### src/verilog/pattern_pkg.sv
// pattern package: memory word and address types, write request and player states
package pattern_pkg;

	localparam int word_width = 16;
	localparam int addr_width = 8; // 256 words

	typedef logic [word_width-1:0] word_t;
	typedef logic [addr_width-1:0] word_addr_t;

	// write request from the host side into the memory
	typedef struct packed {
		logic valid; // one cycle per complete word
		word_addr_t addr;
		word_t data;
	} ram_write_t;

	typedef enum logic [1:0] {
		play_stopped,
		play_fetch, // waiting for word 0 from the memory
		play_shift
	} player_state_t;

endpackage

### src/verilog/word_ram.sv
// word ram: 256 x 16 memory with a host write/read port and a playback read port
module word_ram (
	input logic clock50,
	input pattern_pkg::ram_write_t write_req,
	input pattern_pkg::word_addr_t host_addr,
	input pattern_pkg::word_addr_t play_addr,
	output pattern_pkg::word_t host_data,
	output pattern_pkg::word_t play_data
);

	pattern_pkg::word_t mem [2**pattern_pkg::addr_width];

	// write port
	always_ff @(posedge clock50) begin
		if (write_req.valid) begin
			mem[write_req.addr] <= write_req.data;
		end
	end

	// host read port, old data on a same-cycle write
	always_ff @(posedge clock50) begin
		host_data <= mem[host_addr];
	end

	always_ff @(posedge clock50) begin
		play_data <= mem[play_addr]; // playback read port
	end

endmodule

### config.mk
export PLATFORM = sky130hd
export DESIGN_NAME = word_ram
export DESIGN_NICKNAME = d
export VERILOG_FILES = /design/src/verilog/pattern_pkg.sv /design/src/verilog/word_ram.sv
export SDC_FILE = /design/constraint.sdc
export NUM_CORES = 2
export LEC_CHECK = 0
export BUFFER_PORTS_ARGS = -buffer_cell sky130_fd_sc_hd__buf_2
export CELL_PAD_IN_SITES_DETAIL_PLACEMENT = 2
export CELL_PAD_IN_SITES_GLOBAL_PLACEMENT = 2
export CORE_MARGIN = 10
export CORE_UTILIZATION = 45
export CTS_CLUSTER_SIZE = 20
export DETAILED_ROUTE_END_ITERATION = 10
export PLACE_DENSITY = 0.77
export SLEW_MARGIN = 20
export SYNTH_ARGS = -nofsm -noshare
export SYNTH_HDL_FRONTEND = slang
export SYNTH_SLANG_ARGS = --single-unit
### constraint.sdc
create_clock -name clock50 -period 2.75 [get_ports clock50]
set_clock_uncertainty 0.1 [all_clocks]
set_input_delay 0.275 -clock clock50 [delete_from_list [all_inputs] [get_ports clock50]]
set_output_delay 0.275 -clock clock50 [all_outputs]
set_load 0.01 [all_outputs]
* Word level (Yosys, flattened, before mapping)
Memories as Yosys holds them, arrays and structs flattened. A register that Yosys moved wholly into a read port is not among the register bits.
Cells that the tools add are included.
** Cells by class
- Add/sub/neg operators :: 0
- $mul :: 0
- Divide/modulo/power cells :: 0
- Magnitude comparators :: 0
- Equal/unequal tests :: 0
- Shift operators :: 0
- Mux-type cells :: 2
- Bitwise logic cells :: 0
- Reduce and logical (&&, ||, !) cells :: 0
** Operators by type and width (number)
- 2-to-1 mux 1 bit :: 2
** Word-level totals
- Bits in registers :: 0
- Latch bits :: 0
- Memory bits (writable) :: 4096
- ROM bits :: 0
- Bits of input ports :: 42
- Logic and storage cells :: 3
- Memories :: 1
** Memories
- mem :: depth 256, bits a word 16, read ports 2, clocked after Yosys merged registers in 2, write ports 1, RTL line word_ram.sv:11 : pattern_pkg::word_t mem [2**pattern_pkg::addr_width];

* Depth between registers and ports, before layout
- Word-level depth :: 2
- Depth in mapped cells :: 13
- Mapped depth without buffers :: 7

* Worst setup path after synthesis
Ideal clock, no wire load.
- Path type :: input port to flip-flop
- From :: input port play_addr[0]
- To :: register play_data[10] (read register of mem)
- Arrival time :: 2.412 ns
- Required time :: 2.521 ns
- Slack :: 0.109 ns
- Stages :: 8
- Path through :: buf_4 > buf_1 > mux4_2 > mux4_2 > a22oi_1 > nand2_1 > o31ai_1 > nor3_1
** RTL lines
- start: declaration :: RTL line word_ram.sv:6 : input pattern_pkg::word_addr_t play_addr,
- end: declaration :: RTL line word_ram.sv:8 : output pattern_pkg::word_t play_data

==> results.sh <==
export IMPL_outcome="finished with violations"
export IMPL_violations="capacitance limit, slew limit, setup timing"
export IMPL_wirelength_mm=1020
export IMPL_dpl_cell_count=16901
export IMPL_synth_most_common_cell="edfxtp_1"
export IMPL_fmax_ghz=0.268
export IMPL_synth_edf_count=4096
export IMPL_dieHeight_um=672
export IMPL_synthTopCellsByArea="edfxtp_1 64%, mux4_2 20%, mux2i_1 5.3%"
export IMPL_crit_buf_inv=2
export IMPL_cap_violations=1
export IMPL_grt_pass1_wl_mm=1310
export IMPL_ys_seq_area_frac=0.645
export IMPL_crit_chain="mux4_2 -> mux2i_1 -> o22ai_1 -> nor2_1 -> nand3_1 -> buf_4 -> o31ai_4 -> buf_6 -> nor3_4"
export IMPL_path_class="flop to flop"
export IMPL_ys_ff_latch=4128
export IMPL_hold_class="primary input to flop"
export IMPL_relSlewSlack=-0.0325
export IMPL_p_sw_w=0.0416
export IMPL_cts_sinks=4128
export IMPL_swShare=0.276
export IMPL_post_route_min_period_ns=3.74
export IMPL_vias=144626
export IMPL_fin_area_um2=231000
export IMPL_cp_end_kind="flop"
export IMPL_pwr_share_clk=0.428
export IMPL_overflow=0
export IMPL_yosysTopAreaCellShare=0.642
export IMPL_r2r_start="mem[134][13]"
export IMPL_worstHoldStart="write_req[13]"
export IMPL_root_buffer="clkbuf_16"
export IMPL_gp_congestion=0.955
export IMPL_rsz0062_at_grt="true"
export IMPL_async_flop_share=0
export IMPL_hpwl_mm=561
export IMPL_postRouteAntennaNets=0
export IMPL_firstDrtPassIters=9
export IMPL_cts_buffers=442
export IMPL_p_per_area_nw_per_um2=653
export IMPL_finalNonFillerCells=17870
export IMPL_hold_path_cell_count=2
export IMPL_htreeDepth=5
export IMPL_arrival_ns=4.59
export IMPL_p_int_w=0.109
export IMPL_worstPathRequired_ns=3.60
export IMPL_start_util=0.452
export IMPL_min_to="mem[174][13]"
export IMPL_cp_start_kind="flop"
export IMPL_drive_above_1_share=0.398
export IMPL_rr_worst_depth=9
export IMPL_drtIter0Drc=29813
export IMPL_r2r_end="play_data[13]"
export IMPL_antenna_found_initial=107
export IMPL_synth_commonest_cells="4096 x edfxtp_1, 1688 x mux4_2, 1021 x mux2i_1"
export IMPL_total_power_w=0.151
export IMPL_clockBufferDepth=4
export IMPL_placementRows=239
export IMPL_synth_top_flop_cell="edfxtp_1"
export IMPL_combPwrFrac=0.109
export IMPL_drc=0
export IMPL_cp_num_cells=9
export IMPL_synth_fp_nets=10177
export IMPL_place_area_um2=214000
export IMPL_grt_max_degree=117
export IMPL_reg2reg_slack_ns=-0.99
export IMPL_cts_tree="yes"
export IMPL_cp_slowest_stage_delay_ns=1.12
export IMPL_track_usage=0.419
export IMPL_fin_ws_ns=-0.988
export IMPL_critPathMaxFanout=2
export IMPL_die_w_um=672
export IMPL_fin_crit_sh=1.36
export IMPL_ioPinCount=74
export IMPL_vdd_drop_max_v=0.000719
export IMPL_wire_per_inst_um=56.8
export IMPL_yosys_area_top_type="edfxtp_1"
export IMPL_netlist_area_um2=192000
export IMPL_final_nets=11748
export IMPL_clk_latency_ns=1.12
export IMPL_avgSynthCellArea_um2=18.9
export IMPL_core_um2=424000
export IMPL_cp_top_family="multiplexers"
export IMPL_via_per_inst=8.09
export IMPL_pwr_share_seq=0.463
export IMPL_setup_viol=31
export IMPL_cp_slowest_cell="mux2i_1"
export IMPL_yosys_warnings=0
export IMPL_die_area_um2=452000
export IMPL_syn2layout_area_growth_pct=20.5
export IMPL_grt_pass1_vias=143761
export IMPL_tightest_slew_ns=1.51
export IMPL_clk_pin_slew_ns=0.08
export IMPL_syn_inst=10135
export IMPL_ys_types=59
export IMPL_portBuffers=73
export IMPL_hold_viol=0
export IMPL_drv_slew=2
export IMPL_leakage_nw=76.3
-- flip-flops by register name (all words and copies together) (netlist names) --
signal     flops
mem         4096
play_data     16
host_data     16
-- layout make-up --
class,count,area [µm²]
Clock inverter,262,2490
Fill cell,35455,193000
Timing Repair Buffer,1977,19500
Inverter,6,42.5
Tap cell,5663,7090
Antenna cell,136,340
Clock buffer,547,11600
Sequential cell,4128,124000
Multi-Input combinational cell,5151,66200
-- layer usage --
layer	share of wire	vias up	track usage
li1	-	47288	-
met1	0.29	73574	0.467
met2	0.44	17680	0.644
met4	0.12	86	0.357
met5	0.00075	-	0.000521
met3	0.15	5998	0.145
-- worst max-delay path by stage --
stage	start	end	slack [ns]
after CTS	mem[21][7]	play_data[7]	-0.11
after detailed placement	host_addr[3]	host_data[9]	-1.78
after global placement	play_addr[0]	play_data[5]	-1.91
final	mem[134][13]	play_data[13]	-0.99
after global routing	mem[134][13]	play_data[13]	-0.75
after floorplan	play_addr[0]	play_data[10]	0.11
-- cells in the final DEF (no fill, tap or decap), types with 30 or more instances in the layout --
master     instances
a21oi_1          198
a221oi_2          31
a22o_1            51
a22oi_1           95
buf_12           336
buf_2             48
buf_4           1499
buf_6             44
bufinv_16         44
clkbuf_1          98
clkbuf_16        449
clkinv_1          92
clkinv_2          88
dfxtp_1           32
diode_2          136
edfxtp_1        4096
mux2i_1         1014
mux4_2          1688
nand2_1          242
nand3_1           64
nand4_1           30
nor2_1           140
nor2_2           206
nor3_1           138
o211ai_1          59
o21ai_0           64
o221ai_1         392
o22ai_1          258
-- power by group through the flow --
stage | clock, W | combinational [W] | sequential (W)
floorplan | 0 | 0.00646 | 0.0708
global placement | 0 | 0.0133 | 0.0710
detailed placement | 0 | 0.0140 | 0.0711
CTS | 0.0624 | 0.0149 | 0.0697
global route | 0.0657 | 0.0162 | 0.0698
finish | 0.0646 | 0.0165 | 0.0698
-- what timing repair did --
item / in CTS / in global routing
setup buffers: 20 / 13
cloned: 0 / 2
endpoints found under the setup margin: 30 / 31
endpoints found under the hold margin: 2581 / 0
pin swaps: 63 / 79
hold buffers: 18 / 0
gates resized for setup: 272 / 192
-- metrics by stage --
stage	util	TNS [ns]	hold slack, ns	setup slack [ns]
after floorplan	-	0	0.274	0.109
after global placement	0.504	-32.79	0.515	-1.91
after detailed placement	0.504	-36.42	0.534	-1.78
after CTS	0.541	-0.554	0.0192	-0.106
after global routing	0.544	-6.12	0.0870	-0.751
final	0.545	-8.28	0.0469	-0.988
-- worst reg2reg max path: stages, from the launching register on --
cell and delay [ns]:
edfxtp_1 0.48, mux4_2 0.56, mux2i_1 1.12, o22ai_1 0.43, nor2_1 0.21, nand3_1 0.10, buf_4 0.19, o31ai_4 0.09
buf_6 0.24, nor3_4 0.07
-- cell families after synthesis --
family,count (synthesis),share of synthesized area
AOI/OAI and AO/OA,1414,0.0540
buffers and inverters,856,0.0247
DFF,4128,0.645
muxes,2709,0.252
and+or+nand+nor,1028,0.0243
(Power assumes the default switching activity.)
