`src/verilog/pattern_pkg.sv`:
```
// pattern package: memory word and address types, write request and player states
package pattern_pkg;

	localparam int word_width = 16;
	localparam int addr_width = 8; // 256 words

	typedef logic [word_width-1:0] word_t;
	typedef logic [addr_width-1:0] word_addr_t;

	// write request from the host side into the memory
	typedef struct packed {
		logic valid; // one cycle per complete word
		word_addr_t addr;
		word_t data;
	} ram_write_t;

	typedef enum logic [1:0] {
		play_stopped,
		play_fetch, // waiting for word 0 from the memory
		play_shift
	} player_state_t;

endpackage

```
`src/verilog/pattern_player.sv`:
```
// pattern player: streams memory words msb first from address 0 to a last address and loops
module pattern_player (
	input logic clock50,
	input logic reset,
	input logic play,
	input pattern_pkg::word_addr_t play_last,
	input pattern_pkg::word_t play_data,
	output pattern_pkg::word_addr_t play_addr,
	output logic serial_out,
	output logic frame_start
);

	pattern_pkg::player_state_t state;
	pattern_pkg::word_t shift_reg;
	logic [$clog2(pattern_pkg::word_width)-1:0] bit_count; // bits left after this one
	logic first_word; // current word opens a loop
	logic next_first; // fetched word opens a loop
	logic load_word;

	assign load_word = (state == pattern_pkg::play_fetch) ||
		((state == pattern_pkg::play_shift) && (bit_count == '0));

	always_ff @(posedge clock50) begin
		if (reset) begin
			state <= pattern_pkg::play_stopped;
			play_addr <= '0;
			bit_count <= '0;
			first_word <= 1'b0;
			next_first <= 1'b0;
		end else if (!play) begin
			state <= pattern_pkg::play_stopped;
			play_addr <= '0; // word 0 sits on the read port for the restart
			first_word <= 1'b0;
		end else begin
			case (state)
				pattern_pkg::play_stopped: begin
					state <= pattern_pkg::play_fetch;
				end
				pattern_pkg::play_fetch: begin
					bit_count <= '1; // word_width is a power of two
					first_word <= 1'b1;
					state <= pattern_pkg::play_shift;
				end
				pattern_pkg::play_shift: begin
					// next address two bits early, covers the read latency
					if (bit_count == 2) begin
						next_first <= (play_addr == play_last);
						play_addr <= (play_addr == play_last) ? '0 : play_addr + 1'b1;
					end
					if (bit_count == '0) begin
						bit_count <= '1;
						first_word <= next_first;
					end else begin
						bit_count <= bit_count - 1'b1;
					end
				end
				default: begin
					state <= pattern_pkg::play_stopped;
				end
			endcase
		end
	end

	always_ff @(posedge clock50) begin
		if (load_word) begin
			shift_reg <= play_data;
		end else begin
			shift_reg <= shift_reg << 1; // msb first
		end
	end

	assign serial_out = play && (state == pattern_pkg::play_shift) &&
		shift_reg[pattern_pkg::word_width-1];
	assign frame_start = play && (state == pattern_pkg::play_shift) && first_word &&
		(bit_count == '1);

endmodule

```
`config.mk`:
```
export PLATFORM = sky130hd
export DESIGN_NAME = pattern_player
export DESIGN_NICKNAME = d
export VERILOG_FILES = /design/src/verilog/pattern_pkg.sv /design/src/verilog/pattern_player.sv
export SDC_FILE = /design/constraint.sdc
export NUM_CORES = 1
export LEC_CHECK = 0
export BUFFER_PORTS_ARGS = -buffer_cell sky130_fd_sc_hd__buf_2
export CORE_MARGIN = 3
export CORE_UTILIZATION = 44
export CTS_BUF_LIST = sky130_fd_sc_hd__clkbuf_16
export CTS_CLUSTER_SIZE = 40
export DETAILED_ROUTE_END_ITERATION = 6
export PLACE_DENSITY = 0.8
export RECOVER_POWER = 50
export SETUP_SLACK_MARGIN = 0.15
export SYNTH_ARGS = -nofsm -noshare
export SYNTH_HDL_FRONTEND = slang
export SYNTH_SLANG_ARGS = --single-unit
```
`constraint.sdc`:
```
create_clock -name clock50 -period 4.6 [get_ports clock50]
set_input_delay 0.92 -clock clock50 [delete_from_list [all_inputs] [get_ports clock50]]
set_output_delay 0.92 -clock clock50 [all_outputs]
set_load 0.02 [all_outputs]
```
# ---- Word-level counts from Yosys, hierarchy flattened
# Cells that the tools add are included.
dict set report word_totals {
  inputBits 27
  register_bits 32
  elab_cells 37
}
dict set report classes {
  muxes 7
  add_sub_neg 2
  n_eq_ne 6
  bitwise_logic 1
  n_reduce_logical 14
}
# operator count
set ops {}
lappend ops {{two-way mux 16 bit} 1}
lappend ops {{adder 8 x 1 -> 8 bit, second input constant} 1}
lappend ops {{equality test 8 bit} 1}
lappend ops {{two-way mux 8 bit} 1}
lappend ops {{one-hot mux 4 bit (2 select lines)} 1}
lappend ops {{one-hot mux 2 bit (3 select lines)} 1}
lappend ops {{AND reduction 2 bit} 3}
lappend ops {{logical AND 1 bit} 5}
lappend ops {{equality test 4 x 2 -> 1 bit, second input constant} 1}
lappend ops {{equality test 4 bit, second input constant} 1}
lappend ops {{logical NOT 4 bit} 1}
lappend ops {{two-way mux 4 bit} 1}
lappend ops {{subtractor 4 x 1 -> 4 bit, second input constant} 1}
lappend ops {{AND reduction 3 bit} 1}
lappend ops {{equality test 2 x 1 -> 1 bit, second input constant} 1}
lappend ops {{equality test 2 bit, second input constant} 1}
lappend ops {{logical NOT 2 bit} 1}
lappend ops {{!= test 2 x 1 -> 1 bit, second input constant} 1}
lappend ops {{one-hot mux 1 bit (2 select lines)} 1}
lappend ops {{nonzero test 2 bit} 1}
lappend ops {{OR reduction 2 bit} 1}
lappend ops {{logical OR 1 bit} 1}
lappend ops {{two-way mux 1 bit} 1}
lappend ops {{NOT 1 bit} 1}

# ---- Depth between registers and ports, before layout
dict set report depth {
  word_depth 4
  mapped_depth 7
  ltp_nobuf 6
}

# ---- Worst setup path after synthesis
# Ideal clock, no wire load.
dict set report synth_path {
  path_type {input to output}
  startpoint {input port play}
  endpoint {output port frame_start}
  n_path_buf 0
  stages 2
  arrival_time_ps 1259
  path_slack_ps 2421
  path_cell_list {nand2_1 -> nor2_1}
}
dict set report synth_between {
  elab_chain_len 3
}
# item line_no
set synth_rtl {}
lappend synth_rtl {{start: declaration} pattern_player.sv:5} ;# input logic play,
lappend synth_rtl {{logical AND 1 bit (3 in a row)} pattern_player.sv:74} ;# assign frame_start = play && (state == pattern_pkg::play_shift) && first_word &&
lappend synth_rtl {{end: declaration} pattern_player.sv:10} ;# output logic frame_start
# No other way between the ends.

# ---- Worst setup path in the final report
dict set report layout_path {
  startpoint {register bit_count[0] (netlist bit)}
  endpoint {register shift_reg[15]}
}
dict set report layout_between {
  elab_chain_len 4
}
# item line_no
set layout_rtl {}
lappend layout_rtl {{start: declaration} pattern_player.sv:15} ;# logic [$clog2(pattern_pkg::word_width)-1:0] bit_count;
lappend layout_rtl {{start signal: assignment} pattern_player.sv:54} ;# bit_count <= bit_count - 1'b1;
lappend layout_rtl {{logical NOT 4 bit} pattern_player.sv:21} ;# ((state == pattern_pkg::play_shift) && (bit_count == '0));
lappend layout_rtl {{logical AND 1 bit} pattern_player.sv:21}
lappend layout_rtl {{logical OR 1 bit} pattern_player.sv:20} ;# assign load_word = (state == pattern_pkg::play_fetch) ||
lappend layout_rtl {{two-way mux 16 bit} pattern_player.sv:65} ;# if (load_word) begin
lappend layout_rtl {{end signal: assignment} pattern_player.sv:66} ;# shift_reg <= play_data;
lappend layout_rtl {{end signal: assignment} pattern_player.sv:68} ;# shift_reg <= shift_reg << 1;
lappend layout_rtl {{end: declaration} pattern_player.sv:14} ;# pattern_pkg::word_t shift_reg;
# No other way between the ends.
# A chain may end at the register's enable or synchronous reset.

==> reports/summary.md <==
The number of placement rows was 20. The cell taking the most area after synthesis was dfxtp_1. By count the netlist is led by 32 x dfxtp_1, 11 x xnor2_1, 10 x nor2_1. The detailed router placed 1157 vias in this run. The run gives 1185 as the number of global-route vias before repair.

The floorplan die area is 4246 sq um. Once detail routing completed, the nets flagged for antenna violations numbered 0. For the total overflow reported by the global router, the log shows 0. For this design the static power due to leakage is 0.7918 nW. The overall global routing resource usage is 16.70%. Average footprint of a synthesized cell: 10.92 sq um. Derived from the worst setup path, the maximum achievable clock frequency is 0.3560 GHz. The clock reaches the later pin of the worst-skew pair after 0.27 ns. The first global-routing pass estimated 5388 microns of wire. Initial DRC count: 53. STA classifies the critical path startpoint as a flip-flop.

The cell area that synthesis handed to floorplanning was 1540 sq um. Cells with a size suffix above 1 make up 33.70% of the layout. The first detailed-routing pass ran for 5 iterations. The die is 65.17 microns wide.

The checks that failed: capacitance limit, slew limit. For the max-cap violation count, the log shows 1. The logs give 17 for the final max-slew violation count and 58.67% for the utilization of the core after routing. The number of nets handed over by synthesis was 175. The tools report the antenna diode count as 0. At the worst endpoint, the required time is 4.76 ns.

The tools report the TritonCTS buffer count as 5. For the pin with the worst max-slew slack, the measured transition is 1.877 ns. Power spread over the standard cell area amounts to 407.9 nW/um^2. After routing, the total negative slack on setup checks comes to 0 ns. Setup violations remaining at the end of the flow were counted as 0. After synthesis, flip-flops and latches occupy 41.59% of the total area. Walking the worst path, the cells encountered are inv_1 -> ha_1 -> a31oi_1 -> mux2_2. Initial standard-cell utilization of the core: 48.09%. The netlist uses 37 different library cells.

For the initial antenna violation count, the log shows 0. The tree is rooted in a clkbuf_16. In the post-synthesis netlist, the biggest area contributors are dfxtp_1 42%, mux2_4 8.8%, xnor2_1 6.3%. The share of flip-flops with an asynchronous set or reset was 0%. The worst hold path belongs to the class reg2reg. The layout net count was 214.

The post-DP HPWL was 2300 microns. The count of final hold-check violations is 0, and the via density per instance is 5.142. The area growth from synthesis to layout is 22.01%. The synthesized design devotes to its leading area cell type 41.59% of total area. The count of mapped cells out of synthesis is 141, and the wire length per cell after detailed routing is 13.56 microns. Counting along the longest clock path gives a buffer depth of 2. The design draws 0.7666 mW. The clock transition at the register clock pins on the worst setup and hold paths after CTS works out to 0.05 ns. Setup repair after global routing left no endpoint under its margin. The number of gates resized after CTS was 0.

TritonCTS built the clock tree. The worst setup path is captured at a flip-flop. For this design the top-level I/O count stands at 37.

The largest stage delay on the critical path was 1.47 ns. In this run the worst path has a maximum fanout of 16. Among all cell types in the netlist, the one instantiated most often is dfxtp_1. Clock tree synthesis found a total of 32 sinks. Subtracting the final worst setup slack from the clock period gives 2.809 ns. The flow ran to the end, but the final reports show violations. The fraction of the cycle the final worst path needs works out to 61.07%.

The type of the worst setup path was reg2reg. The number of enable flip-flop cells after synthesis is 0. The total of warnings raised by yosys is 0. The leading register cell type out of synthesis is dfxtp_1. For the final database, setup skew stands at 0.004155 ns. The flip-flop count of the largest register after layout was 16.

The number of buffers added on ports is 36. Data arrives at the worst endpoint at 2.97 ns. Buffers inserted to repair hold after CTS numbered 0.

The core area was 3203 sq um. In this run the tightest slew margin relative to its limit is -25.72%. The logs give 0.3083 mV for the largest voltage drop on the vdd net and 0 for the number of buffers inserted to repair setup after CTS. Post-synthesis register bit count: 32. The wire length after detailed routing was 3051 microns; the number of H-tree levels was 2.

Pin count of the biggest net entering global routing: 17. The height of the die came out at 65.17 microns. The slowest library cell on the worst path is a31oi_1. For this run, design rule violations remaining after detail routing come to 0. The final weighted congestion in routability-driven placement is 0.8691.
==> layout make-up <==
type / count / area [sq um]
Inverter: 7 / 26.28
Fill cell: 293 / 1324
Timing Repair Buffer: 36 / 168.9
Tap cell: 44 / 55.05
Multi-Input combinational cell: 98 / 824.5
Clock buffer: 5 / 125.1
Sequential cell: 32 / 640.6
Clock inverter: 3 / 38.79
==> layer usage <==
| layer | GRT usage [%] | vias to the layer above | part of all wire [%] |
|---|---|---|---|
| met1 | 18.33 | 528 | 40 |
| li1 | - | 583 | - |
| met4 | 11.14 | 0 | 3.3 |
| met3 | 3.419 | 9 | 4.9 |
| met5 | 0 | - | 0 |
| met2 | 28.82 | 37 | 52 |
==> through the flow <==
stage	worst slack (ns)	hold slack (ns)	cell area, sq um	cells
floorplan	2.421	0.4329	1540	141
global placement	2.316	0.4404	1742	217
detailed placement	2.284	0.4418	1742	217
CTS	2.117	0.4579	1906	225
global route	1.501	0.4728	1879	225
finish	1.791	0.4551	1879	225
==> final timing paths <==
check | start | endpoint | slack (ns) | cells after the start
setup reg to reg | bit_count[0]$_SDFFE_PP0P_ | shift_reg[15]$_DFF_P_ | 1.79 | 4
setup / recovery | bit_count[0]$_SDFFE_PP0P_ | shift_reg[15]$_DFF_P_ | 1.79 | 4
hold / removal | shift_reg[5]$_DFF_P_ | shift_reg[6]$_DFF_P_ | 0.46 | 1
hold reg to reg | shift_reg[5]$_DFF_P_ | shift_reg[6]$_DFF_P_ | 0.46 | 1
==> layout by cell type, fill, tap and decap left out, types with 6 or more instances in the layout <==
master / Yosys / layout
clkbuf_1: 1 / 9
mux2_2: 6 / 6
nor2_1: 10 / 10
inv_1: 7 / 8
ha_1: 7 / 7
dfxtp_1: 32 / 32
xnor2_1: 11 / 11
mux2_4: 9 / 9
nand2_1: 7 / 7
buf_2: 2 / 27
a21oi_1: 7 / 7
==> power breakdown <==
part	internal, mW	switching (mW)	total, mW
combinational	0.0522	0.0311	0.0832
clock	0.252	0.109	0.361
sequential	0.309	0.0135	0.323
==> cells by family (layout without fill, tap and decap cells) <==
kind of cell,Yosys count,count (layout),synth area share (%)
buffers and inverters,11,51,3.899
AO/OA/AOI/OAI,18,18,8.611
AND/OR/NAND/NOR,44,44,18.93
XOR/XNOR,12,12,6.824
flip-flops,32,32,41.59
multiplexers,17,17,14.46
adder cells (fa/ha/maj),7,7,5.686
==> critical path, delay by kind of cell, from the launching register on <==
family,cells,cell delay (ns)
AO/OA/AOI/OAI,1,1.47
adder cells (fa/ha/maj),1,0.29
buffers and inverters,1,0.11
flip-flops,1,0.38
multiplexers,1,0.44
No activity file was read; power rests on OpenSTA's default activity.
