==> config.mk <==
export PLATFORM = sky130hd
export DESIGN_NAME = host_bus_slave
export DESIGN_NICKNAME = d
export VERILOG_FILES = /design/src/verilog/host_bus_pkg.sv /design/src/verilog/pattern_pkg.sv /design/src/verilog/host_bus_slave.sv
export SDC_FILE = /design/constraint.sdc
export NUM_CORES = 1
export LEC_CHECK = 0
export ABC_AREA = 1
export BUFFER_PORTS_ARGS = -buffer_cell sky130_fd_sc_hd__buf_2
export CAP_MARGIN = 0
export CELL_PAD_IN_SITES_DETAIL_PLACEMENT = 1
export CELL_PAD_IN_SITES_GLOBAL_PLACEMENT = 1
export CORE_MARGIN = 3
export CORE_UTILIZATION = 38
export DETAILED_ROUTE_END_ITERATION = 10
export PLACE_DENSITY_LB_ADDON = 0.12
export SLEW_MARGIN = 20
export SYNTH_ARGS = -nofsm -noshare
export SYNTH_HDL_FRONTEND = slang
export SYNTH_SLANG_ARGS = --single-unit
export TNS_END_PERCENT = 100
==> constraint.sdc <==
create_clock -name clock50 -period 3.2 [get_ports clock50]
set_clock_uncertainty 0.1 [all_clocks]
set_input_delay 0.48 -clock clock50 [delete_from_list [all_inputs] [get_ports clock50]]
set_output_delay 0.48 -clock clock50 [all_outputs]
set_load 0.01 [all_outputs]
==> src/verilog/host_bus_pkg.sv <==
// host bus package: beat widths, beat numbering and the beat state encoding
package host_bus_pkg;

	localparam int bus_width = 8;
	localparam int beats_per_word = 2; // data beats per memory word

	// one beat on the bus
	typedef logic [bus_width-1:0] bus_byte_t;

	// counts down from the most significant beat
	typedef logic [$clog2(beats_per_word)-1:0] beat_index_t;

	typedef logic [15:0] error_count_t; // address beats that cut a word short

	// beat_done marks a beat on the least significant slot,
	// so the word is complete once enable drops
	typedef enum logic [1:0] {
		beat_idle,
		beat_active,
		beat_done
	} beat_state_t;

endpackage

==> src/verilog/pattern_pkg.sv <==
// pattern package: memory word and address types, write request and player states
package pattern_pkg;

	localparam int word_width = 16;
	localparam int addr_width = 8; // 256 words

	typedef logic [word_width-1:0] word_t;
	typedef logic [addr_width-1:0] word_addr_t;

	// write request from the host side into the memory
	typedef struct packed {
		logic valid; // one cycle per complete word
		word_addr_t addr;
		word_t data;
	} ram_write_t;

	typedef enum logic [1:0] {
		play_stopped,
		play_fetch, // waiting for word 0 from the memory
		play_shift
	} player_state_t;

endpackage

==> src/verilog/host_bus_slave.sv <==
// host bus slave: decodes strobed address and data beats into memory writes and byte reads
module host_bus_slave (
	input logic clock50,
	input logic reset,
	input host_bus_pkg::bus_byte_t bus_in,
	input logic read,
	input logic register_select,
	input logic enable,
	input pattern_pkg::word_t read_data,
	output host_bus_pkg::bus_byte_t bus_out,
	output logic bus_drive,
	output logic ack_valid,
	output pattern_pkg::word_addr_t host_addr,
	output pattern_pkg::ram_write_t write_req,
	output host_bus_pkg::error_count_t protocol_errors
);

	host_bus_pkg::beat_state_t beat_state;
	host_bus_pkg::beat_index_t beat_index;
	host_bus_pkg::beat_index_t top_beat; // most significant slot
	host_bus_pkg::bus_byte_t read_byte;
	pattern_pkg::word_t assembly; // word collected from the data beats
	logic beat_start;
	logic data_beat; // kind of the running beat
	logic write_beat;

	assign top_beat = host_bus_pkg::beat_index_t'(host_bus_pkg::beats_per_word - 1);
	assign beat_start = (beat_state == host_bus_pkg::beat_idle) && enable;
	assign read_byte =
		read_data[int'(beat_index) * host_bus_pkg::bus_width +: host_bus_pkg::bus_width];

	always_ff @(posedge clock50) begin
		if (reset) begin
			beat_state <= host_bus_pkg::beat_idle;
			beat_index <= top_beat;
			ack_valid <= 1'b0;
			host_addr <= '0;
			protocol_errors <= '0;
			data_beat <= 1'b0;
			write_beat <= 1'b0;
		end else begin
			ack_valid <= enable; // one cycle behind every enable cycle
			case (beat_state)
				host_bus_pkg::beat_idle: begin
					if (enable) begin
						data_beat <= read | register_select;
						write_beat <= !read && register_select;
						if (!read && !register_select) begin
							host_addr <= pattern_pkg::word_addr_t'(bus_in);
							beat_index <= top_beat;
							// a half written or half read word is dropped
							if (beat_index != top_beat) begin
								protocol_errors <= protocol_errors + 1'b1;
							end
							beat_state <= host_bus_pkg::beat_active;
						end else if (beat_index == '0) begin
							beat_state <= host_bus_pkg::beat_done; // last slot of the word
						end else begin
							beat_state <= host_bus_pkg::beat_active;
						end
					end
				end
				host_bus_pkg::beat_active: begin
					if (!enable) begin
						if (data_beat) begin
							beat_index <= beat_index - 1'b1; // next lower slot
						end
						beat_state <= host_bus_pkg::beat_idle;
					end
				end
				host_bus_pkg::beat_done: begin
					if (!enable) begin
						beat_index <= top_beat; // back to msb for the next word
						beat_state <= host_bus_pkg::beat_idle;
					end
				end
				default: begin
					beat_state <= host_bus_pkg::beat_idle;
				end
			endcase
		end
	end

	// byte capture on the first enable cycle of a beat
	always_ff @(posedge clock50) begin
		if (beat_start) begin
			if (read) begin
				bus_out <= read_byte;
			end else if (register_select) begin
				assembly[int'(beat_index) * host_bus_pkg::bus_width +: host_bus_pkg::bus_width] <=
					bus_in;
			end
		end
	end

	// the word goes out in the cycle the last write beat drops enable
	always_comb begin
		write_req.valid = (beat_state == host_bus_pkg::beat_done) && !enable && write_beat;
		write_req.addr = host_addr;
		write_req.data = assembly;
	end

	assign bus_drive = ack_valid && read; // only turn the bus around for reads

endmodule

Word-level counts from Yosys, hierarchy flattened
Index checks and enable logic that the tools add are counted.

cells by class
  shifts and indexed selects = 3
  eq/ne operators = 8
  multiplexer cells = 12
  bitwise gates (word level) = 3
  reduce and logical (&&, ||, !) cells = 19
  $add $sub $neg = 3

operators with widths
  operator                 number
  $neg 4->33               1
  $shift 8x33->16 const A  1
  $shiftx 8x33->16         1
  $add 16x1->16 const B    1
  $bwmux 16                1
  $shiftx 16x5->8          1
  $ne 2x2->1 const B       5
  $mux 2                   4
  $logic_and 1x1->1        6
  $reduce_and 2->1         3
  $reduce_and 3->1         2
  $reduce_and 6->1         1
  $mux 1                   5
  $pmux 2 s2               1
  $reduce_and 4->1         1
  $logic_not 1->1          3
  $pmux 1 s3               1
  $reduce_bool 3->1        1
  $eq 2x1->1 const B       1
  $eq 2x2->1 const B       1
  $logic_not 2->1          1
  $ne 2x1->1 const B       1
  $not 1->1                2
  $reduce_or 2->1          1
  2 further kinds          2

storage, ports and cells
  word-level logic and storage cells = 57
  bits of input ports = 29
  register bits after elaboration = 54

Depth between registers and ports, before layout
Gate-level depths: netlist of run 1.

  depth in word-level cells = 5
  depth in mapped cells = 11
  gate-level depth less buffers = 10

Worst setup path after synthesis of run 1
No wires, ideal clock.

  path type = register to register
  start = register beat_state[0]
  end = register assembly[0], enable pin
  library setup time = 0.370 ns
  setup slack = 1.514 ns
  stages on the path, launching flop included = 7
  path buffers = 0
  data arrival time = 1.215 ns
  clock period less this slack = 1.686 ns
  cell sequence = dfxtp_1 -> inv_1 -> ha_1 -> nand2_2 -> inv_2 -> nand3_1 -> nor2_1

on the way
  word-level cells in the longest chain between the ends = 3

ends and longest elaborated chain
  item                           RTL line              text
  start, declared                host_bus_slave.sv:18  host_bus_pkg::beat_state_t beat_state;
  start signal, assigned         host_bus_slave.sv:34  beat_state <= host_bus_pkg::beat_idle;
  start signal, assigned         host_bus_slave.sv:55  beat_state <= host_bus_pkg::beat_active;
  start signal, assigned         host_bus_slave.sv:57  beat_state <= host_bus_pkg::beat_done;
  $logic_not 2->1                host_bus_slave.sv:28  assign beat_start = (beat_state == host_bus_pkg::beat_idle) && enable;
  $logic_and 1x1->1              host_bus_slave.sv:28
  $reduce_and 3->1 (no line)     n/a
  end signal, assigned by index  host_bus_slave.sv:90  assembly[int'(beat_index) * host_bus_pkg::bus_width +: host_bus_pkg::bus_width] <=
  end, declared                  host_bus_slave.sv:22  pattern_pkg::word_t assembly;

Every way passes these cells.
A chain may end at the register's enable or synchronous reset.

Final worst setup path of run 1
  start = register beat_state[0]
  end = register assembly[15], enable pin

Same word-level chain as after synthesis.

==> results of run 1 <==
flip-flops by register name (all words and copies together), names as in the netlist:
signal / flops
assembly: 16
protocol_errors: 16
bus_out: 8
host_addr: 8
beat_state: 2
ack_valid: 1
beat_index: 1
data_beat: 1
write_beat: 1
through the flow:
step | std cells | setup WS [ps]
floorplan | 303 | 1510
global placement | 450 | 1250
detailed placement | 450 | 1190
CTS | 458 | 1170
global route | 458 | 979
finish | 458 | 1210
placed cells by master, fill, tap and decap left out:
master      synthesis  layout
nand3_2             3       3
buf_4               9       1
o211ai_1            1       1
o21ai_0            14      14
nor2_2              2       2
inv_1              33      33
dfxtp_1            30      30
a21oi_1            20      20
nand2_2             1       1
clkinvlp_2          0       1
clkinvlp_4          0       1
nor3_1              1       1
clkinv_1            0       1
and2_1              3       3
edfxtp_1           24      24
nor2_4              3       3
buf_2               2      87
and2_0              1       1
nand4_1             1       1
nor2_1             48      48
inv_2               2       2
ha_1                5       5
nand3_1            13      13
nand2_1            81      81
clkbuf_8            0       5
clkinv_4            1       1
synth_stat cells, drive strengths merged:
cell type / count / area share (%)
nand2: 82 / 13
nor2: 53 / 9.2
inv: 35 / 5.3
dfxtp: 30 / 24
edfxtp: 24 / 29
a21oi: 20 / 4.0
nand3: 16 / 3.8
o21ai: 14 / 2.8
buf: 13 / 3.7
ha: 5 / 2.5
and2: 4 / 1.0
clkbuf: 3 / 0.46
clkinv: 1 / 0.35
nand4: 1 / 0.25
nor3: 1 / 0.20
o211ai: 1 / 0.30
worst max-delay path, delay by kind of cell, from the launching register on:
kind,cells,cell delay (ps)
adders and majority gates,1,200
buffers and inverters,2,200
DFF,1,350
and+or+nand+nor,3,790
cells by family after synthesis:
logic type	count (synthesis)	share of synthesized area, %
adder cells (fa/ha/maj)	5	2.53
flip-flops	54	53.4
AND/OR/NAND/NOR	157	27.0
buffers and inverters	52	9.86
AO/OA/AOI/OAI	35	7.18
path summary, 6_finish.rpt:
check / startpoint / endpoint / slack, ps / depth (start not counted)
setup reg to reg: beat_state[0] / assembly[15] / 1210 / 6
hold / removal: reset / write_beat / 320 / 2
hold reg to reg: write_beat / write_beat / 380 / 2
setup / recovery: beat_state[0] / assembly[15] / 1210 / 6
metal layers:
layer,track usage [%],vias up,wire (microns)
met5,0,-,0
met4,4.67,0,38
met3,3.71,4,341
met2,29.8,58,2990
met1,22.3,988,2710
li1,-,1110,-
power by group through the flow:
stage / sequential [uW] / clock (uW) / combinational [uW]
floorplan: 799 / 0 / 124
finish: 773 / 377 / 200
CTS: 774 / 388 / 205
global placement: 788 / 0 / 197
global route: 777 / 419 / 231
detailed placement: 789 / 0 / 204
layout make-up:
cell class                 count  area [sq um]
multi-input combinational    197           908
sequential                    54          1320
clock buffer                   5          68.8
tap                           75          93.8
fill                         796          3100
inverter                      36           140
timing repair buffer          88           443
clock inverter                 3          16.3
==> run metrics, run 1 <==
Total Routing Usage GR 17.5%; Avg WL per Cell approximately 13 microns; Worst Path Max Fanout 8; CTS root buffer clkbuf_8; Final Hold Viols 0; ANT cells 0; fin area ~3000 sq um; grt total ovfl 0; Critical Path End Type flop; distinct cell type count after synthesis 25; Boundary Pins 88; HPWL after DPL 4.77 mm; combinational power share 14.8%; fin crit share 62.3%; Die Ht 86.7 microns; final WL 6.08 mm; Initial Util 40.6%; Slowest-stage cell, CP nor2_1; sequential area share after synthesis approximately 53%; Setup Viol. Count Final 0; vias per inst 4.72; clock sink count 54; Tightest Pin Transition 733 ps; Tot Pwr 1350 uW; vias roughly 2,200; NumNets Final 416; Final TNS setup 0 ps; CTS tree yes; pwr dens between 400 and 500 nW/um^2; syn avg cell area 8.16 sq um; Max-Cap Viols 0; DRT iter0 DRCs 64; H-tree Lvls 2; net switching power 369 uW; CTS max path bufs 2; GP Congestion 0.839; minimum clock period ~2000 ps; CTS clk-pin slew, worst paths 100 ps; yosys warns 0; Seq pwr share 57.3%; Yosys reg bits 54; DRC viols 0; full die area 7510 sq um; crit path DAT 1840 ps; vias in the first global route about 2,200; crit path cell chain inv_1, ha_1, nand2_2, inv_2, nand3_1, nor2_1; fraction of final layout cells sized beyond drive strength 1 27.9%; Num CTS Buffers 5; Area Growth Syn to Fin 20.9%; Placed Area a little under 3000 sq um; worst endpoint required time 3050 ps; Sw Share 27.4%; CP startpoint kind flop; Hold WS about 320 ps; port bufs 87; Worst Hold Class primary input to flop; largest net degree at the start of global routing 30; Slew Viols, Final 0; peak supply drop between 0.15 and 0.2 mV; Cell Area, Synth about 2500 sq um; Setup Fix Bufs, Post-CTS 0; first-pass GRT wire length 10.4 mm; floorplan core area 6100 sq um; status complete, no violations; Crit Path Category flop to flop; CTS hold repair buffers 0; post-cts sizing count 0; post-route ant nets 0; syn nets 337; max frequency approximately 500 MHz; Int Pwr 981 uW; P_leak 0.00142 uW; RSZ-0062 raised after global routing false; Detailed Routing Iterations Pass 1 4; initial antenna violation count 0; final core utilization 49.1%; Post-Syn Instances 303; CP max stage delay 570 ps; clock power share 28.0%; Die Wd between 80 and 90 microns; insertion delay to the later sink of the worst-skew pair roughly 300 ps; Rel. slew slack 51.1%; Site Rows 28
(Power assumes the default switching activity.)
==> run 2: changes to the inputs <==
Settings changed: CORE_UTILIZATION 38 to 32.
Clock period 3.2 ns to 1.6 ns, I/O delays scaled along.
==> run 2 against run 1 <==
Against the previous run:
- die area is 17% higher
- final area is 7.7% higher
- critical path depth is 1 lower
- hold slack worse by 230 ps
- worst setup slack worse by 1100 ps
- core utilization is 5.4 points lower
- sequential share of layout area is 3.1 points lower
- first-iteration DRC count is 80% lower
- largest cell class unchanged
- clock power is 150% higher
- sequential cell count stayed put
- global-route usage is 3.0 points lower
- register-to-register slack worse by 1100 ps
- highest routed layer unchanged
==> run metrics, run 2 (synthesized netlist as in run 1, its figures left out) <==
Avg WL per Cell 12.6 microns; P_leak 0.00153 uW; Max-Cap Viols 0; status complete, no violations; Total Routing Usage GR 14.4%; CP startpoint kind flop; largest net degree at the start of global routing 29; RSZ-0062 raised after global routing true; fin crit share approximately 95%; most common cell after layout, fill and taps aside buf_2; vias per inst 4.53; port bufs 87; Num CTS Buffers 5; Boundary Pins 88; most frequent cells in the layout buf_2, nand2_1, nor2_1; Critical Path End Type output pin; vias 2,250; ANT cells 0; CTS max path bufs 2; NumNets Final approximately 430; Rel. slew slack 79.7%; peak supply drop 0.318 mV; vias in the first global route 2,181; pwr dens 911 nW/um^2; minimum clock period 1520 ps; worst endpoint required time 1260 ps; DRT iter0 DRCs 13; HPWL after DPL 4.85 mm; first-pass GRT wire length 10.2 mm; CTS root buffer clkbuf_8; Initial Util 33.6%; crit path DAT 1180 ps; CTS clk-pin slew, worst paths 100 ps; insertion delay to the later sink of the worst-skew pair approximately 300 ps; Place WS -19.7 ps; Largest regs assembly (16), protocol_errors (16); max frequency 658 MHz; Die Wd 93.9 microns; Slew Viols, Final 0; fraction of final layout cells sized beyond drive strength 1 32.9%; Area Growth Syn to Fin 30.2%; floorplan core area 7370 sq um; GP Congestion just over 0.8; CTS tree yes; DRC viols 0; clock sink count 54; Setup Fix Bufs, Post-CTS 0; Worst Hold Class primary input to flop; final core utilization 43.7%; Worst Path Max Fanout 3; Tightest Pin Transition 304 ps; initial antenna violation count 0; full die area 8820 sq um; grt total ovfl 0; Setup Viol. Count Final 0; final WL 6.29 mm; Final Hold Viols 0; CTS hold repair buffers 0; H-tree Lvls 2; worst setup margin 81.1 ps; Detailed Routing Iterations Pass 1 4; Site Rows 31; Die Ht 93.9 microns; Crit Path Category flop to output pin; post-route ant nets 0
==> run 2: cell types whose count changed in the layout (fill, tap and decap cells not counted), moves of 2 or more <==
cell / change
buf_4: +14
dfxtp_1: -2
dfxtp_2: +2
ha_1: -2
ha_4: +2
inv_1: -2
inv_4: +2
nand3_1: -2
==> run 2: timing repair <==
item,CTS,global route
pin swaps,0,3
endpoints found under the setup margin,4,39
gates resized for setup,2,14
==> run 2: cell type report <==
cell class	instances	area, sq um
clock buffers	5	68.8
clock inverters	3	42.5
fillers	953	4150
inverters	36	145
multi-input cells	197	958
flip-flops and latches	54	1320
well taps	99	124
repair buffers	103	559
==> run 2: worst max-delay path: stages (launching register included) <==
cell	delay, ps
dfxtp_2	340
buf_4	120
ha_4	120
nand2_1	50
nor2_1	110
buf_2	140
==> run 2: final timing paths <==
path / from / end / slack (ps) / cells after the start
worst min register to register: write_beat / write_beat / 380 / 2
worst max register to register: beat_state[1] / protocol_errors[11] / 100 / 9
worst min-delay path: reset / write_beat / 80 / 2
worst max-delay path: beat_state[1] / write_req[24] / 80 / 5
==> run 2: per-stage QoR <==
| stage | TNS, ps | std cells | cell area, sq um | total power, uW | hold slack, ps |
|---|---|---|---|---|---|
| after floorplan | -1370 | 303 | 2470 | 1850 | 209 |
| after CTS | -28.9 | 497 | 3170 | 2960 | 81.8 |
| after detailed placement | -19.7 | 489 | 3050 | 2020 | 370 |
| after global routing | -16.1 | 497 | 3220 | 3090 | 89.3 |
| final | 0 | 497 | 3220 | 2940 | 83.6 |
| after global placement | 0 | 489 | 3050 | 2010 | 373 |
==> run 2: where the power goes <==
part	internal (uW)	switching, uW	total, uW	leakage (uW)
clock	468	457	924	0.0000562
sequential	1520	25.9	1550	0.000466
combinational	184	281	465	0.00100
total	2170	764	2940	0.00153
==> run 2: metal layers <==
metal,vias up,GRT usage [%],share of wire (%)
met2,52,24.8,50
met1,1063,18.1,44
li1,1131,-,-
met3,4,3.13,5.3
met4,0,4.09,0.94
met5,-,0,0
